==> src/io_bus_pkg.sv <==
/*
 * line-wide memory bus definitions shared by the caches,
 * the uncached path and the bus bridge
 */
package io_bus_pkg;

  // one cache line per transfer
  localparam int LINE_BITS = 128;

  typedef enum logic {
    OP_READ  = 1'b0,
    OP_WRITE = 1'b1
  } bus_op_t;

  // beat size on the bus
  typedef enum logic [2:0] {
    SIZE_B1 = 3'd0,
    SIZE_B2 = 3'd1,
    SIZE_B4 = 3'd2,
    SIZE_B8 = 3'd3
  } bus_size_t;

  // request byte count minus one, legal values 0, 1, 3, 7
  typedef logic [2:0] req_bytes_t;

  // 64-bit beats per line minus one
  localparam logic [7:0] LINE_BLKS = 8'd1;

endpackage

==> src/cache_nocache.sv <==
/*
 * uncached path: one registered request, one single-beat bus transfer
 */
`timescale 1ns/1ns

module cache_nocache (
  input  logic                             clk,
  input  logic                             i_reset,
  input  logic                             i_nc_req,
  input  logic [63:0]                      i_nc_addr,
  input  io_bus_pkg::bus_op_t              i_nc_op,
  input  io_bus_pkg::req_bytes_t           i_nc_bytes,
  input  logic [63:0]                      i_nc_wdata,
  output logic                             o_nc_ack,
  output logic [63:0]                      o_nc_rdata,
  input  logic [io_bus_pkg::LINE_BITS-1:0] i_axi_io_rdata,
  input  logic                             i_axi_io_ready,
  output logic                             o_axi_io_valid,
  output io_bus_pkg::bus_op_t              o_axi_io_op,
  output logic [io_bus_pkg::LINE_BITS-1:0] o_axi_io_wdata,
  output logic [63:0]                      o_axi_io_addr,
  output io_bus_pkg::bus_size_t            o_axi_io_size,
  output logic [7:0]                       o_axi_io_blks
);
  import io_bus_pkg::*;

  localparam logic [1:0] S_IDLE = 2'd0;
  localparam logic [1:0] S_BUS  = 2'd1;
  localparam logic [1:0] S_ACK  = 2'd2;

  logic [1:0]  state;
  logic [63:0] addr_q;
  bus_op_t     op_q;
  bus_size_t   size_q;
  logic [63:0] wdata_q;
  logic [63:0] rdata_q;

  // byte count to beat size
  function automatic bus_size_t bytes_to_size(input req_bytes_t bytes);
    case (bytes)
      3'd0:    return SIZE_B1;
      3'd1:    return SIZE_B2;
      3'd3:    return SIZE_B4;
      default: return SIZE_B8;
    endcase
  endfunction

  assign o_axi_io_valid = state == S_BUS;
  assign o_axi_io_op    = op_q;
  assign o_axi_io_addr  = addr_q;
  assign o_axi_io_size  = size_q;
  assign o_axi_io_blks  = 8'd0;
  // single beat, data in the low bytes
  assign o_axi_io_wdata = LINE_BITS'(wdata_q);

  assign o_nc_ack   = state == S_ACK;
  assign o_nc_rdata = rdata_q;

  always_ff @(posedge clk) begin
    if (i_reset) begin
      state <= S_IDLE;
    end else begin
      case (state)
        S_IDLE: begin
          if (i_nc_req) begin
            state <= S_BUS;
          end
        end
        S_BUS: begin
          if (i_axi_io_ready) begin
            state <= S_ACK;
          end
        end
        default: begin
          state <= S_IDLE;
        end
      endcase
    end
  end

  always_ff @(posedge clk) begin
    if (state == S_IDLE && i_nc_req) begin
      addr_q  <= i_nc_addr;
      op_q    <= i_nc_op;
      size_q  <= bytes_to_size(i_nc_bytes);
      wdata_q <= i_nc_wdata;
    end
    if (state == S_BUS && i_axi_io_ready) begin
      rdata_q <= i_axi_io_rdata[63:0];
    end
  end

endmodule

==> config.mk <==
export PLATFORM = sky130hd
export DESIGN_NAME = cache_nocache
export DESIGN_NICKNAME = d
export VERILOG_FILES = /design/src/io_bus_pkg.sv /design/src/cache_nocache.sv
export SDC_FILE = /design/constraint.sdc
export NUM_CORES = 1
export LEC_CHECK = 0
export ABC_AREA = 1
export BUFFER_PORTS_ARGS = -buffer_cell sky130_fd_sc_hd__buf_2
export CAP_MARGIN = 25
export CORE_AREA = 4 4 206 208
export CTS_CLUSTER_DIAMETER = 120
export DETAILED_ROUTE_END_ITERATION = 12
export DIE_AREA = 0 0 210 212
export PLACE_DENSITY = 0.48
export SYNTH_ARGS = -nofsm -noshare
export SYNTH_HDL_FRONTEND = slang
export SYNTH_SLANG_ARGS = --single-unit
==> constraint.sdc <==
create_clock -name clk -period 9.1 [get_ports clk]
set_input_delay 0 -clock clk [delete_from_list [all_inputs] [get_ports clk]]
set_output_delay 0 -clock clk [all_outputs]
set_load 0.005 [all_outputs]
# Word-level counts from Yosys, hierarchy flattened
# Cells that the tools add are included.
# classes
n_eq_ne	6
n_mux	4
reduce_logical	5
# ops
op	count
case mux 2 bit (3 select lines)	1
2-to-1 mux 2 bit	2
inequality test 2 bit (second input constant)	2
case mux 2 bit (2 select lines)	1
== test 3 x 1 -> 1 bit (second input constant)	1
== test 3 x 2 -> 1 bit (second input constant)	1
logical NOT 3 bit	1
== test 2 x 1 -> 1 bit (second input constant)	1
== test 2 bit (second input constant)	1
logical AND 1 bit	2
logical NOT 2 bit	1
AND reduction 2 bit	1
# word_totals
ff_bits	198
input_bits	264
output_inout_bits	270
elab_cells	21

# Depth between registers and ports, before layout
# depth
word_depth	3
mapped_depth	3
mapped_depth_nobuf	3

# Least setup slack after synthesis
# OpenSTA, ideal clock, no wires.
# synth_path
path_type	reg2reg
start	register state[0]
end	register rdata_q[0], in the netlist o_nc_rdata[0] (enable)
t_arrival_ps	3150
path_slack_ps	5464
stages_incl_launch_ff	3
period_less_slack_ps	3636
path_cell_list	dfxtp_1 -> nand2_1 -> nor2_1
# synth_via
elab_chain_len	2
# synth_lines
item	line	text
start, declared	cache_nocache.sv:31	logic [1:0] state;
start signal, assigned	cache_nocache.sv:61	state <= S_IDLE;
start signal, assigned	cache_nocache.sv:66	state <= S_BUS;
start signal, assigned	cache_nocache.sv:71	state <= S_ACK;
== test 2 x 1 -> 1 bit	cache_nocache.sv:88	if (state == S_BUS && i_axi_io_ready) begin
logical AND 1 bit	cache_nocache.sv:88	
end signal, assigned	cache_nocache.sv:89	rdata_q <= i_axi_io_rdata[63:0];
end, declared	cache_nocache.sv:36	logic [63:0] rdata_q;
# No other way between the ends.
# A chain may end at the register's enable or synchronous reset.

# Final worst setup path
# layout_path
start	register state[0]
end	register wdata_q[31] (enable)
# layout_via
elab_chain_len	2
# layout_lines
item	line	text
logical NOT 2 bit	cache_nocache.sv:82	if (state == S_IDLE && i_nc_req) begin
logical AND 1 bit	cache_nocache.sv:82	
end signal, assigned	cache_nocache.sv:86	wdata_q <= i_nc_wdata;
end, declared	cache_nocache.sv:35	logic [63:0] wdata_q;
# No other way between the ends.

==> impl_metrics.ini <==
[run_status]
status = completed

[grt]
grt_first_pass_wirelength_mm = 30.79
grt_max_degree = 76
antenna_found_initial = 5
grt_usage_pct = 9.658
grt_pass1_vias = 4991
grt_overflow = 0

[worst_hold_path]
hold_path_depth = 2
hold_class = input pin to register

[logic_synthesis]
synth_edf_count = 195
synth_most_common_cell = edfxtp_1
netlist_area_mm2 = 0.006533
ys_types = 14
syn_avg_cell_area_um2 = 22.76
ys_top_cells_by_count = edfxtp_1 (195), buf_4 (73), inv_1 (5)
yosysTopAreaCell = edfxtp_1
synthFlopType = edfxtp_1
synth_area_leaders = edfxtp_1 (90%), buf_4 (8.4%), dfxtp_1 (0.61%)
ys_seq_area_share_pct = 90.25
yosys_warnings = 0
synth-async-reset-ratio_pct = 0
syn_inst = 287
yosysTopAreaCellShare_pct = 89.64
ys_seq_elements = 197

[detailed_routing]
first_iter_violations = 199
vias = 4724
vias_per_cell = 3.265
routedWlPerCell_um = 15.33
totalWireLength_mm = 22.19
drt.antenna.violating_nets = 0
drc = 0
drt_pass1_iterations = 4

[final_layout]
drive_above_1_share_pct = 47.26
multi_input_comb_area_um2 = 347.8
finalInstanceArea_mm2 = 0.01145
area.growth.synth_to_final_pct = 75.29
filler_cell_count = 4134
layoutNonFillerInstCount = 1447
finalNetCount = 1166
seq_area_mm2 = 0.005896

[timing]
timing.final.crit_period_ns = 2.344
maxSlewHeadroom_pct = 38.11
rsz0062_at_grt = false
clock_skew_ns = 0.008003
max_freq_mhz = 426.7
slew_violations = 0
fin_tns_setup_ns = 0
worst_pin_slew_ns = 0.9283
setup_viol = 0
post-route-period-util_pct = 25.75
hold-worst-slack_ns = 0.2284
hold_viol = 0

[clock_network]
cts_resized = 0
cts_tree = yes
clk_root_buffer_cell = clkbuf_16
htreeDepth = 4
cts.sinks = 197
cts.reportedPaths.clkPinSlew_ns = 0.07
cts_inserted_buffers = 17
clk_latency_ns = 0.47
clockBufferDepth = 2

[floorplanning]
die_h_um = 212
rows = 74
die_w_um = 210
initial_core_util_pct = 16.11
ios = 534
core_mm2 = 0.04055
die-area_mm2 = 0.04452

[setup_path]
cp.arrival_ns = 2.44
critPathCaptureType = register
worstPathRequired_ns = 9.20
crit_buf_inv = 2
crit_chain = nor2_2, nand2_2, inv_4, buf_4
path_depth = 4
cp_slowest_cell = buf_4
critPathTopFamily = buffers and inverters
crit_type = register to register
path_max_fanout = 75
reg2regPathDepth = 4
start_kind = register
critical_path.max_stage_delay_ns = 0.83

[flow_run]
max-cap-violations = 0

[power_and_ir_drop]
p_per_area_mw_per_mm2 = 174.4
peakVddDrop_mv = 0.1361
leakage_nw = 4.791

[place]
placed_cells = 1216
gp_congestion = 0.7944
placed_area_mm2 = 0.008927
hpwl_mm = 15.86
port_buffers = 396
[cell usage in the layout (no fill, tap or decap), types with 2 or more instances in the layout]
cell type	instances
buf_2	396
buf_4	2
clkbuf_16	17
clkinv_1	3
clkinv_4	3
clkinvlp_4	3
conb_1	73
dfxtp_1	2
dlygate4sd3_1	199
edfxtp_1	195
inv_1	4
inv_6	2
inv_8	2
nand2_1	2
[path summary, 6_finish.rpt]
check | to | slack [ns] | start
max reg2reg | wdata_q[31]$_DFFE_PP_ | 6.76 | state[0]$_SDFFE_PP0P_
max | wdata_q[31]$_DFFE_PP_ | 6.76 | state[0]$_SDFFE_PP0P_
min reg2reg | state[1]$_SDFFE_PP0P_ | 0.60 | state[0]$_SDFFE_PP0P_
min | o_nc_rdata[19]$_DFFE_PP_ | 0.23 | i_axi_io_rdata[19]
[layer usage]
metal  GRT usage (%)  vias to the layer above  wire, µm
met3           4.574                       37      2385
met2           16.45                      310     11100
met5               0                        -        41
li1                -                     2166         -
met4           5.491                        6       733
met1           9.757                     2205      7926
[what timing repair did]
action / 4_1_cts / 5_1_grt
endpoints found under the hold margin: 197 / 0
hold buffers: 199 / 0
buffers inserted: 0 / 0
[sequential cells by signal, summed over array words and instances (netlist names)]
register	flops
o_axi_io_addr	64
o_axi_io_op	1
o_axi_io_size	2
o_nc_rdata	64
state	2
wdata_q	64
[kinds of logic after synthesis]
kind of cell,count (synthesis),synth area share [%]
flops,197,90.25
buf+inv,78,8.677
simple gates,9,0.7472
compound gates,1,0.1341
xor+xnor,1,0.1341
other cells,1,0.05741
[area by class of cell]
cell class | instances | area share, %
Sequential cell | 197 | 51.49
Clock buffer | 18 | 3.748
Inverter | 5 | 0.1858
Clock inverter | 13 | 0.8741
Timing Repair Buffer | 597 | 34.83
Antenna cell | 1 | 0.02185
Tap cell | 532 | 5.813
Multi-Input combinational cell | 84 | 3.038
[stage by stage]
| step | total power [mW] | worst slack [ns] | utilization, % |
|---|---|---|---|
| detailed placement | 1.235 | 6.692 | 22.01 |
| global placement | 1.232 | 6.692 | 22.01 |
| floorplan | 1.153 | 5.464 | - |
| finish | 1.997 | 6.756 | 28.24 |
| global route | 2.090 | 6.533 | 28.24 |
| CTS | 2.043 | 6.691 | 28.23 |
[report_power, final]
group	total, mW	internal [mW]	switching, mW
Clock	0.713	0.351	0.363
Combinational	0.210	0.117	0.0935
Sequential	1.07	1.06	0.0137
Total	2.00	1.53	0.470
(Power assumes the default switching activity.)
