File: src/io_bus_pkg.sv
/*
 * line-wide memory bus definitions shared by the caches,
 * the uncached path and the bus bridge
 */
package io_bus_pkg;

  // one cache line per transfer
  localparam int LINE_BITS = 128;

  typedef enum logic {
    OP_READ  = 1'b0,
    OP_WRITE = 1'b1
  } bus_op_t;

  // beat size on the bus
  typedef enum logic [2:0] {
    SIZE_B1 = 3'd0,
    SIZE_B2 = 3'd1,
    SIZE_B4 = 3'd2,
    SIZE_B8 = 3'd3
  } bus_size_t;

  // request byte count minus one, legal values 0, 1, 3, 7
  typedef logic [2:0] req_bytes_t;

  // 64-bit beats per line minus one
  localparam logic [7:0] LINE_BLKS = 8'd1;

endpackage

File: src/mem_map_pkg.sv
/*
 * memory map definitions: address regions, cache line geometry
 * and the two decoded views of the low address word
 */
package mem_map_pkg;

  // region codes in address bits 31..28
  localparam logic [3:0] REGION_UART  = 4'h1;
  localparam logic [3:0] REGION_FLASH = 4'h3;
  localparam logic [3:0] REGION_MEM   = 4'h8;

  // 16-byte lines, 16 lines per cache
  localparam int OFFSET_BITS = 4;
  localparam int INDEX_BITS  = 4;
  localparam int TAG_BITS    = 32 - INDEX_BITS - OFFSET_BITS;

  // router view
  typedef struct packed {
    logic [3:0]  region;
    logic [27:0] rest;
  } region_view_t;

  // cache view
  typedef struct packed {
    logic [TAG_BITS-1:0]    tag;
    logic [INDEX_BITS-1:0]  index;
    logic [OFFSET_BITS-1:0] offset;
  } line_view_t;

  typedef union packed {
    region_view_t rgn;
    line_view_t   line;
  } mem_addr_t;

endpackage

File: src/cache_core.sv
/*
 * direct-mapped write-back cache, 16 lines of 128 bits,
 * refilling and writing back whole lines over the memory bus
 */
`timescale 1ns/1ns

module cache_core (
  input  logic                             clk,
  input  logic                             i_reset,
  input  logic                             i_core_req,
  input  logic [63:0]                      i_core_addr,
  input  io_bus_pkg::bus_op_t              i_core_op,
  input  io_bus_pkg::req_bytes_t           i_core_bytes,
  input  logic [63:0]                      i_core_wdata,
  output logic                             o_core_ack,
  output logic [63:0]                      o_core_rdata,
  input  logic [io_bus_pkg::LINE_BITS-1:0] i_axi_io_rdata,
  input  logic                             i_axi_io_ready,
  output logic                             o_axi_io_valid,
  output io_bus_pkg::bus_op_t              o_axi_io_op,
  output logic [io_bus_pkg::LINE_BITS-1:0] o_axi_io_wdata,
  output logic [63:0]                      o_axi_io_addr,
  output io_bus_pkg::bus_size_t            o_axi_io_size,
  output logic [7:0]                       o_axi_io_blks
);
  import io_bus_pkg::*;
  import mem_map_pkg::*;

  localparam int LINES = 1 << INDEX_BITS;

  localparam logic [2:0] S_IDLE   = 3'd0;
  localparam logic [2:0] S_LOOKUP = 3'd1;
  localparam logic [2:0] S_WBACK  = 3'd2;
  localparam logic [2:0] S_REFILL = 3'd3;
  localparam logic [2:0] S_RESP   = 3'd4;

  logic [2:0]             state;
  logic                   bus_valid;
  logic [LINES-1:0]       valid_bits;
  logic [LINES-1:0]       dirty_bits;
  logic [TAG_BITS-1:0]    tag_mem [LINES];
  logic [LINE_BITS-1:0]   data_mem [LINES];

  // latched request
  logic [63:0]            req_addr_q;
  bus_op_t                req_op_q;
  req_bytes_t             req_bytes_q;
  logic [63:0]            req_wdata_q;

  mem_addr_t              req_view;
  logic [INDEX_BITS-1:0]  idx;
  logic [OFFSET_BITS-1:0] off;
  logic                   hit;
  logic                   access_now;
  logic                   fill_done;
  logic [LINE_BITS-1:0]   cur_line;
  logic [LINE_BITS-1:0]   wdata_shifted;
  logic [LINE_BITS-1:0]   merged_line;
  logic [63:0]            slot_word;

  assign req_view   = req_addr_q[31:0];
  assign idx        = req_view.line.index;
  assign off        = req_view.line.offset;
  assign cur_line   = data_mem[idx];
  assign hit        = valid_bits[idx] && (tag_mem[idx] == req_view.line.tag);
  assign access_now = (state == S_LOOKUP && hit) || state == S_RESP;
  assign fill_done  = state == S_REFILL && bus_valid && i_axi_io_ready;

  //////////////////////////////////////////////////
  // read and write on the resident line

  // aligned 8-byte slot, addressed byte moved to bit 0
  assign slot_word    = cur_line[off[3]*64 +: 64];
  assign o_core_rdata = slot_word >> {off[2:0], 3'b000};
  assign o_core_ack   = access_now;

  assign wdata_shifted = LINE_BITS'(req_wdata_q) << {off, 3'b000};

  always_comb begin
    merged_line = cur_line;
    for (int b = 0; b < LINE_BITS / 8; b++) begin
      if (b >= off && b <= off + req_bytes_q) begin
        merged_line[b*8 +: 8] = wdata_shifted[b*8 +: 8];
      end
    end
  end

  //////////////////////////////////////////////////
  // bus side

  assign o_axi_io_valid = bus_valid;
  assign o_axi_io_op    = (state == S_WBACK) ? OP_WRITE : OP_READ;
  assign o_axi_io_wdata = cur_line;
  assign o_axi_io_size  = SIZE_B8;
  assign o_axi_io_blks  = LINE_BLKS;

  // victim line address on write-back, requested line on refill
  assign o_axi_io_addr = (state == S_WBACK) ?
    {req_addr_q[63:32], tag_mem[idx], idx, {OFFSET_BITS{1'b0}}} :
    {req_addr_q[63:OFFSET_BITS], {OFFSET_BITS{1'b0}}};

  //////////////////////////////////////////////////
  // FSM

  always_ff @(posedge clk) begin
    if (i_reset) begin
      state      <= S_IDLE;
      bus_valid  <= 1'b0;
      valid_bits <= '0;
      dirty_bits <= '0;
    end else begin
      case (state)
        S_IDLE: begin
          if (i_core_req) begin
            state <= S_LOOKUP;
          end
        end
        S_LOOKUP: begin
          if (hit) begin
            state <= S_IDLE;
          end else begin
            bus_valid <= 1'b1;
            state     <= (valid_bits[idx] && dirty_bits[idx]) ? S_WBACK : S_REFILL;
          end
        end
        S_WBACK: begin
          // valid stays low for one cycle before the refill
          if (i_axi_io_ready) begin
            bus_valid       <= 1'b0;
            dirty_bits[idx] <= 1'b0;
            state           <= S_REFILL;
          end
        end
        S_REFILL: begin
          if (!bus_valid) begin
            bus_valid <= 1'b1;
          end else if (i_axi_io_ready) begin
            bus_valid       <= 1'b0;
            valid_bits[idx] <= 1'b1;
            state           <= S_RESP;
          end
        end
        S_RESP: begin
          state <= S_IDLE;
        end
        default: begin
          state <= S_IDLE;
        end
      endcase
      if (access_now && req_op_q == OP_WRITE) begin
        dirty_bits[idx] <= 1'b1;
      end
    end
  end

  // request latch and line storage
  always_ff @(posedge clk) begin
    if (state == S_IDLE && i_core_req) begin
      req_addr_q  <= i_core_addr;
      req_op_q    <= i_core_op;
      req_bytes_q <= i_core_bytes;
      req_wdata_q <= i_core_wdata;
    end
    if (fill_done) begin
      data_mem[idx] <= i_axi_io_rdata;
      tag_mem[idx]  <= req_view.line.tag;
    end else if (access_now && req_op_q == OP_WRITE) begin
      data_mem[idx] <= merged_line;
    end
  end

endmodule

File: config.mk
export PLATFORM = sky130hd
export DESIGN_NAME = cache_core
export DESIGN_NICKNAME = d
export VERILOG_FILES = /design/src/io_bus_pkg.sv /design/src/mem_map_pkg.sv /design/src/cache_core.sv
export SDC_FILE = /design/constraint.sdc
export NUM_CORES = 2
export LEC_CHECK = 0
export BUFFER_PORTS_ARGS = -buffer_cell sky130_fd_sc_hd__buf_2
export CELL_PAD_IN_SITES_DETAIL_PLACEMENT = 1
export CELL_PAD_IN_SITES_GLOBAL_PLACEMENT = 1
export CORE_UTILIZATION = 35
export CTS_BUF_LIST = sky130_fd_sc_hd__clkbuf_16
export DETAILED_ROUTE_END_ITERATION = 12
export GPL_TIMING_DRIVEN = 0
export PLACE_DENSITY_LB_ADDON = 0.1
export RECOVER_POWER = 50
export SLEW_MARGIN = 5
export SYNTH_ARGS = -nofsm -noshare
export SYNTH_HDL_FRONTEND = slang
export SYNTH_SLANG_ARGS = --single-unit
export TNS_END_PERCENT = 20
File: constraint.sdc
create_clock -name clk -period 5.4 [get_ports clk]
set_input_delay 0.27 -clock clk [delete_from_list [all_inputs] [get_ports clk]]
set_output_delay 0.27 -clock clk [all_outputs]
set_load 0.01 [all_outputs]
# Word level (Yosys, flattened, before mapping)
# Memory sizes are Yosys's and may differ from the RTL's. A register that Yosys moved wholly into a read port is not among the register bits.
# Cells that the tools add are included.
[op_classes] addsub=1 multipliers=0 div_mod_pow=0 order_cmp=33 eq_ne=10 n_shift=3 mux=48 n_bitwise=5 n_reduce_logical=29
[ops] op="$le A4 B32 Y1 const A" n=7
[ops] op="$le A3 B32 Y1 const A" n=4
[ops] op="$mux W128" n=1
[ops] op="$mux W8" n=16
[ops] op="$shiftx A128 B8 Y64" n=1
[ops] op="$shl A64 B7 Y128" n=1
[ops] op="$le A1 B32 Y1 const A" n=2
[ops] op="$le A2 B32 Y1 const A" n=2
[ops] op="$mux W16" n=4
[ops] op="$shr A64 B6 Y64" n=1
[ops] op="$mux W32" n=1
[ops] op="$or A16 B16 Y16" n=2
[ops] op="$ge A4 B4 Y1 const A" n=7
[ops] op="$eq A24 B24 Y1" n=1
[ops] op="$logic_and A1 B1 Y1" n=23
[ops] op="$and A16 B16 Y16" n=1
[ops] op="$ge A3 B4 Y1 const A" n=4
[ops] op="$not A16 Y16" n=1
[ops] op="$mux W1" n=14
[ops] op="$mux W3" n=4
[ops] op="$pmux W3 S4" n=1
[ops] op="$ne A2 B2 Y1 const B" n=5
[ops] op="$bmux W1 S4" n=2
[ops] op="$ge A1 B4 Y1 const A" n=2
[ops] op="other kinds (18)" n=22
[totals] reg_bits=168 latch_bits=0 mem_bits_rw=2432 rom_bits=0 in_bits=264 out_inout_bits=270 word_cells=139 n_memories=2
[memory_table] name="data_mem" depth=16 word_bits=128 read_ports=1 rd_clocked_by_memory_dff=1 wr=1 line="cache_core.sv:42" source="logic [LINE_BITS-1:0] data_mem [LINES];"
[memory_table] name="tag_mem" depth=16 word_bits=24 read_ports=1 rd_clocked_by_memory_dff=1 wr=1 line="cache_core.sv:41" source="logic [TAG_BITS-1:0] tag_mem [LINES];"

# Depth between registers and ports, before layout
[depth] ltp_word=11 ltp_mapped=17

# Worst setup path before layout
# OpenSTA, ideal clock, no wires.
[synth_path] kind="flip-flop to flip-flop" startpoint="register (tool-made name)" endpoint="memory data_mem[15][0] (enable)" setup_ps=443 t_arrival_ps=4718 slack_ps=239 stages_incl_launch_ff=14 path_buffers=5 cell_sequence="dfxtp_1 > buf_4 > buf_6 > buf_4 > mux4_2 > a32oi_1 > o2111ai_1 > or4_1 > nor4_1 > nand4_1 > o21ai_2 > buf_6 > buf_2 > o21ba_2"
[synth_lines] element="to (decl)" line="cache_core.sv:42"

# Final worst setup path
[layout_path] startpoint="register req_addr_q[1]" endpoint="memory data_mem[2][102] (data pin)"
[layout_via] elab_chain_cells=5 elab_cells_between_ends=7 cone_classes="1 x add/sub; 2 x order compare; 1 x shift; 2 x mux; 1 x reduce/logical"
[layout_lines] element="from (decl)" line="cache_core.sv:45" source="logic [63:0] req_addr_q;"
[layout_lines] element="from (signal assigned)" line="cache_core.sv:159" source="req_addr_q <= i_core_addr;"
[layout_lines] element="$add A4 B3 Y5" line="cache_core.sv:82" source="if (b >= off && b <= off + req_bytes_q) begin"
[layout_lines] element="$le A4 B32 Y1" line="cache_core.sv:82"
[layout_lines] element="$logic_and A1 B1 Y1" line="cache_core.sv:82"
[layout_lines] element="$mux W8 *" line="cache_core.sv:82"
[layout_lines] element="$mux W128 (no source line) *"
# Mark *: on every way between the ends. The rest lies on a longest branch, timed or not.

==> run_results.csv <==
group,metric,value,unit
clock_tree,cts_root_buf,"clkbuf_16",
route,drc,0,
route,postRouteAntennaNets,0,
worst_hold_path,worst_hold_path_type,"input port to register",
grt,grt_pass1_vias,63700,
clock_tree,path_clk_slew,60,ps
logic_synthesis,ys_types,70,
critical_path,cp-start-kind,"register",
clock_tree,cts_tree,"yes",
timing,fin_skew,59.6,ps
logic_synthesis,synthArstFlopShare,0,
placed_design,hpwlAfterDp,310000,µm
timing,setup_ws,-152,ps
critical_path,slowest_delay,1010,ps
logic_synthesis,synth_edf_count,2564,
timing,worstMarginPinSlew,3350,ps
logic_synthesis,syn_area_per_cell,19.7,µm²
route,routedWlPerCell,42.0,µm
timing,finalHoldViolCount,0,
timing,rsz0062_at_grt,"yes",
logic_synthesis,ys_seq_area_frac,0.727,
clock_tree,cts_buffers,301,
logic_synthesis,syn_area,0.107,mm²
logic_synthesis,synthTopCellsByArea,"edfxtp_1, mux4_2, mux2i_1",
final_layout,nets,6936,
logic_synthesis,synthTopCellsByCount,"edfxtp_1, mux4_2, nand2_1",
logic_synthesis,synth-main-ff-cell,"edfxtp_1",
die,die-width,555,µm
route,avgViaCountPerCell,5.84,
clock_tree,clk_latency,940,ps
route,drtIter0Drc,7409,
power_and_ir_drop,ir_drop,0.247,mV
route,firstDrtPassIters,5,
final_layout,syn2layout_area_growth,23.3,%
grt,grt_overflow_total,0,
logic_synthesis,ys_warn_count,0,
critical_path,critPathLaunch,"req_addr_q[1]$_DFFE_PP_",
clock_tree,h-tree-depth,5,
placed_design,place.gp.congestion,0.989,
critical_path,r2r-start,"req_addr_q[1]$_DFFE_PP_",
power_and_ir_drop,p_leak,43.7,nW
die,die_h,555,µm
route,wl,458000,µm
clock_tree,clock_sinks,2604,
run_status,violations,"capacitance limit, slew limit, setup timing",
grt,grt_pass1_wl,600000,µm
logic_synthesis,synth_most_common_cell,"edfxtp_1",
timing,period_needed,5550,ps
timing,max_freq,180,MHz
timing,max-slew-margin-rel,-1.23,
critical_path,critPathKind,"register to register",
power_and_ir_drop,p_total,53.7,mW
die,core_area,0.303,mm²
route,via_count,63800,
worst_hold_path,min-delay-start,"i_axi_io_rdata[65]",
run,maxCapViolations,17,
timing,slew_viol_final,285,
timing,finalSetupViolCount,54,
critical_path,path_max_fanout,16,
logic_synthesis,synth.top_cell.area_share,0.720,
timing,setup-tns-final,-3970,ps
critical_path,arrival,6100,ps
critical_path,path_cells,"clkbuf_2, clkdlybuf4s15_1, nor2_1, o21ai_1, clkbuf_1, o21ai_0, mux2_1",
grt,grt_use_total,0.293,
logic_synthesis,syn_inst,5427,
die,io_pins,534,
final_layout,drive_above_1_share,0.341,
die,design.die.area,0.308,mm²
critical_path,cp.required,5950,ps
critical_path,worst_setup_path_end_kind,"register",
die,start_util,0.353,
logic_synthesis,yosysTopAreaCell,"edfxtp_1",
grt,grt_antenna_before_repair,39,
placed_design,port_buffers,516,
timing,final.period_utilization,1.03,
die,fp-row-count,202,
clock_tree,clk_path_buf_depth,4,
power_and_ir_drop,power_density,407,mW/mm²
logic_synthesis,synth-seq-cells,2604,
run_status,status,"finished with violations",
grt,grt_max_degree,53,
critical_path,slowest_stage,"o21ai_1",
-- cell usage in the layout, fill, tap and decap left out, types with 18 or more instances in the layout --
cell and n:
mux2i_1 187, clkinv_1 67, buf_8 52, dfxtp_1 40, o21ai_0 150, mux2_2 171, buf_4 180, o22ai_1 27
mux2_1 59, buf_12 57, dlygate4sd3_1 190, inv_1 98, buf_16 60, clkbuf_2 18, clkinv_2 47, a211oi_1 30
nor2_1 216, mux4_2 691, a22oi_1 34, nand2_1 320, nor2b_1 32, a21oi_1 91, nand3_1 21, bufinv_16 21
edfxtp_1 2564, mux2i_4 28, clkbuf_16 310, diode_2 18, clkbuf_1 189, buf_6 63, buf_2 433
-- repair_timing --
action / in CTS / in global routing
cloned: 11 / 4
setup buffers: 104 / 5
endpoints found under the hold margin: 781 / 0
hold buffers: 190 / 0
endpoints found under the setup margin: 4308 / 568
pin swaps: 12 / 3
gates resized for setup: 724 / 43
-- metal layers --
metal | vias to the layer above | routed length (µm) | track usage
met5 | - | 12 | 0
met4 | 2 | 29200 | 0.157
met3 | 707 | 28900 | 0.0390
met2 | 2881 | 211000 | 0.459
met1 | 35300 | 189000 | 0.399
li1 | 24900 | - | -
-- registers in the layout, indices dropped and copies added, names as in the netlist, named ones only --
signal / flops
data_mem: 2048
dirty_bits: 16
o_axi_io_valid: 1
req_addr_q: 64
req_bytes_q: 3
req_op_q: 1
req_wdata_q: 64
state: 3
tag_mem: 384
valid_bits: 16
-- worst paths after layout --
path | end | slack [ps] | cells after the start
max reg2reg | data_mem[2][102]$_DFFE_PP_ | -150 | 7
min reg2reg | dirty_bits[2]$_SDFF_PP0_ | 470 | 2
min | data_mem[8][65]$_DFFE_PP_ | 20 | 2
max | data_mem[2][102]$_DFFE_PP_ | -150 | 7
-- critical path, delay by kind of cell, from the launching register on --
family	cells	cell delay [ps]
buffers and inverters	3	2210
DFF	1	520
AOI/OAI and AO/OA	2	1550
and+or+nand+nor	1	160
muxes	1	690
-- per-stage QoR --
| step | instances | hold WS (ps) | area [µm²] | setup WS (ps) | utilization |
|---|---|---|---|---|---|
| final | 10900 | 24.4 | 132000 | -152 | 0.435 |
| after floorplan | 5440 | 369 | 107000 | 239 | - |
| after detailed placement | 10000 | 448 | 117000 | -3270 | 0.387 |
| after CTS | 10900 | 0.498 | 132000 | -45.4 | 0.436 |
| after global placement | 9934 | 445 | 115000 | -7010 | 0.378 |
| after global routing | 10900 | 21.3 | 132000 | -99.7 | 0.435 |
-- where the power goes --
group | internal, mW | switching [mW]
logic | 3.87 | 7.35
clock network | 11.3 | 8.49
registers | 22.4 | 0.229
-- final cells by class --
cell class / count / area [µm²]
Buffer: 367 / 3420
Sequential cell: 2604 / 77800
Clock buffer: 306 / 7660
Multi-Input combinational cell: 2449 / 28500
Clock inverter: 241 / 1820
Fill cell: 28700 / 171000
Inverter: 25 / 95.1
Tap cell: 3978 / 4980
Timing Repair Buffer: 920 / 7560
Antenna cell: 18 / 45.0
-- cells by family (layout without fill, tap and decap cells) --
kind of cell	count (synthesis)	in the layout	share of synthesized area
AND/OR/NAND/NOR	689	689	0.0269
XOR/XNOR	20	20	0.00164
flip-flops	2604	2604	0.727
multiplexers	1154	1154	0.192
buffers and inverters	395	1859	0.0188
adder cells (fa/ha/maj)	4	4	0.000538
AO/OA/AOI/OAI	559	567	0.0331
other	2	33	0.0000702
Note: power is estimated with default switching activity, not from simulation.
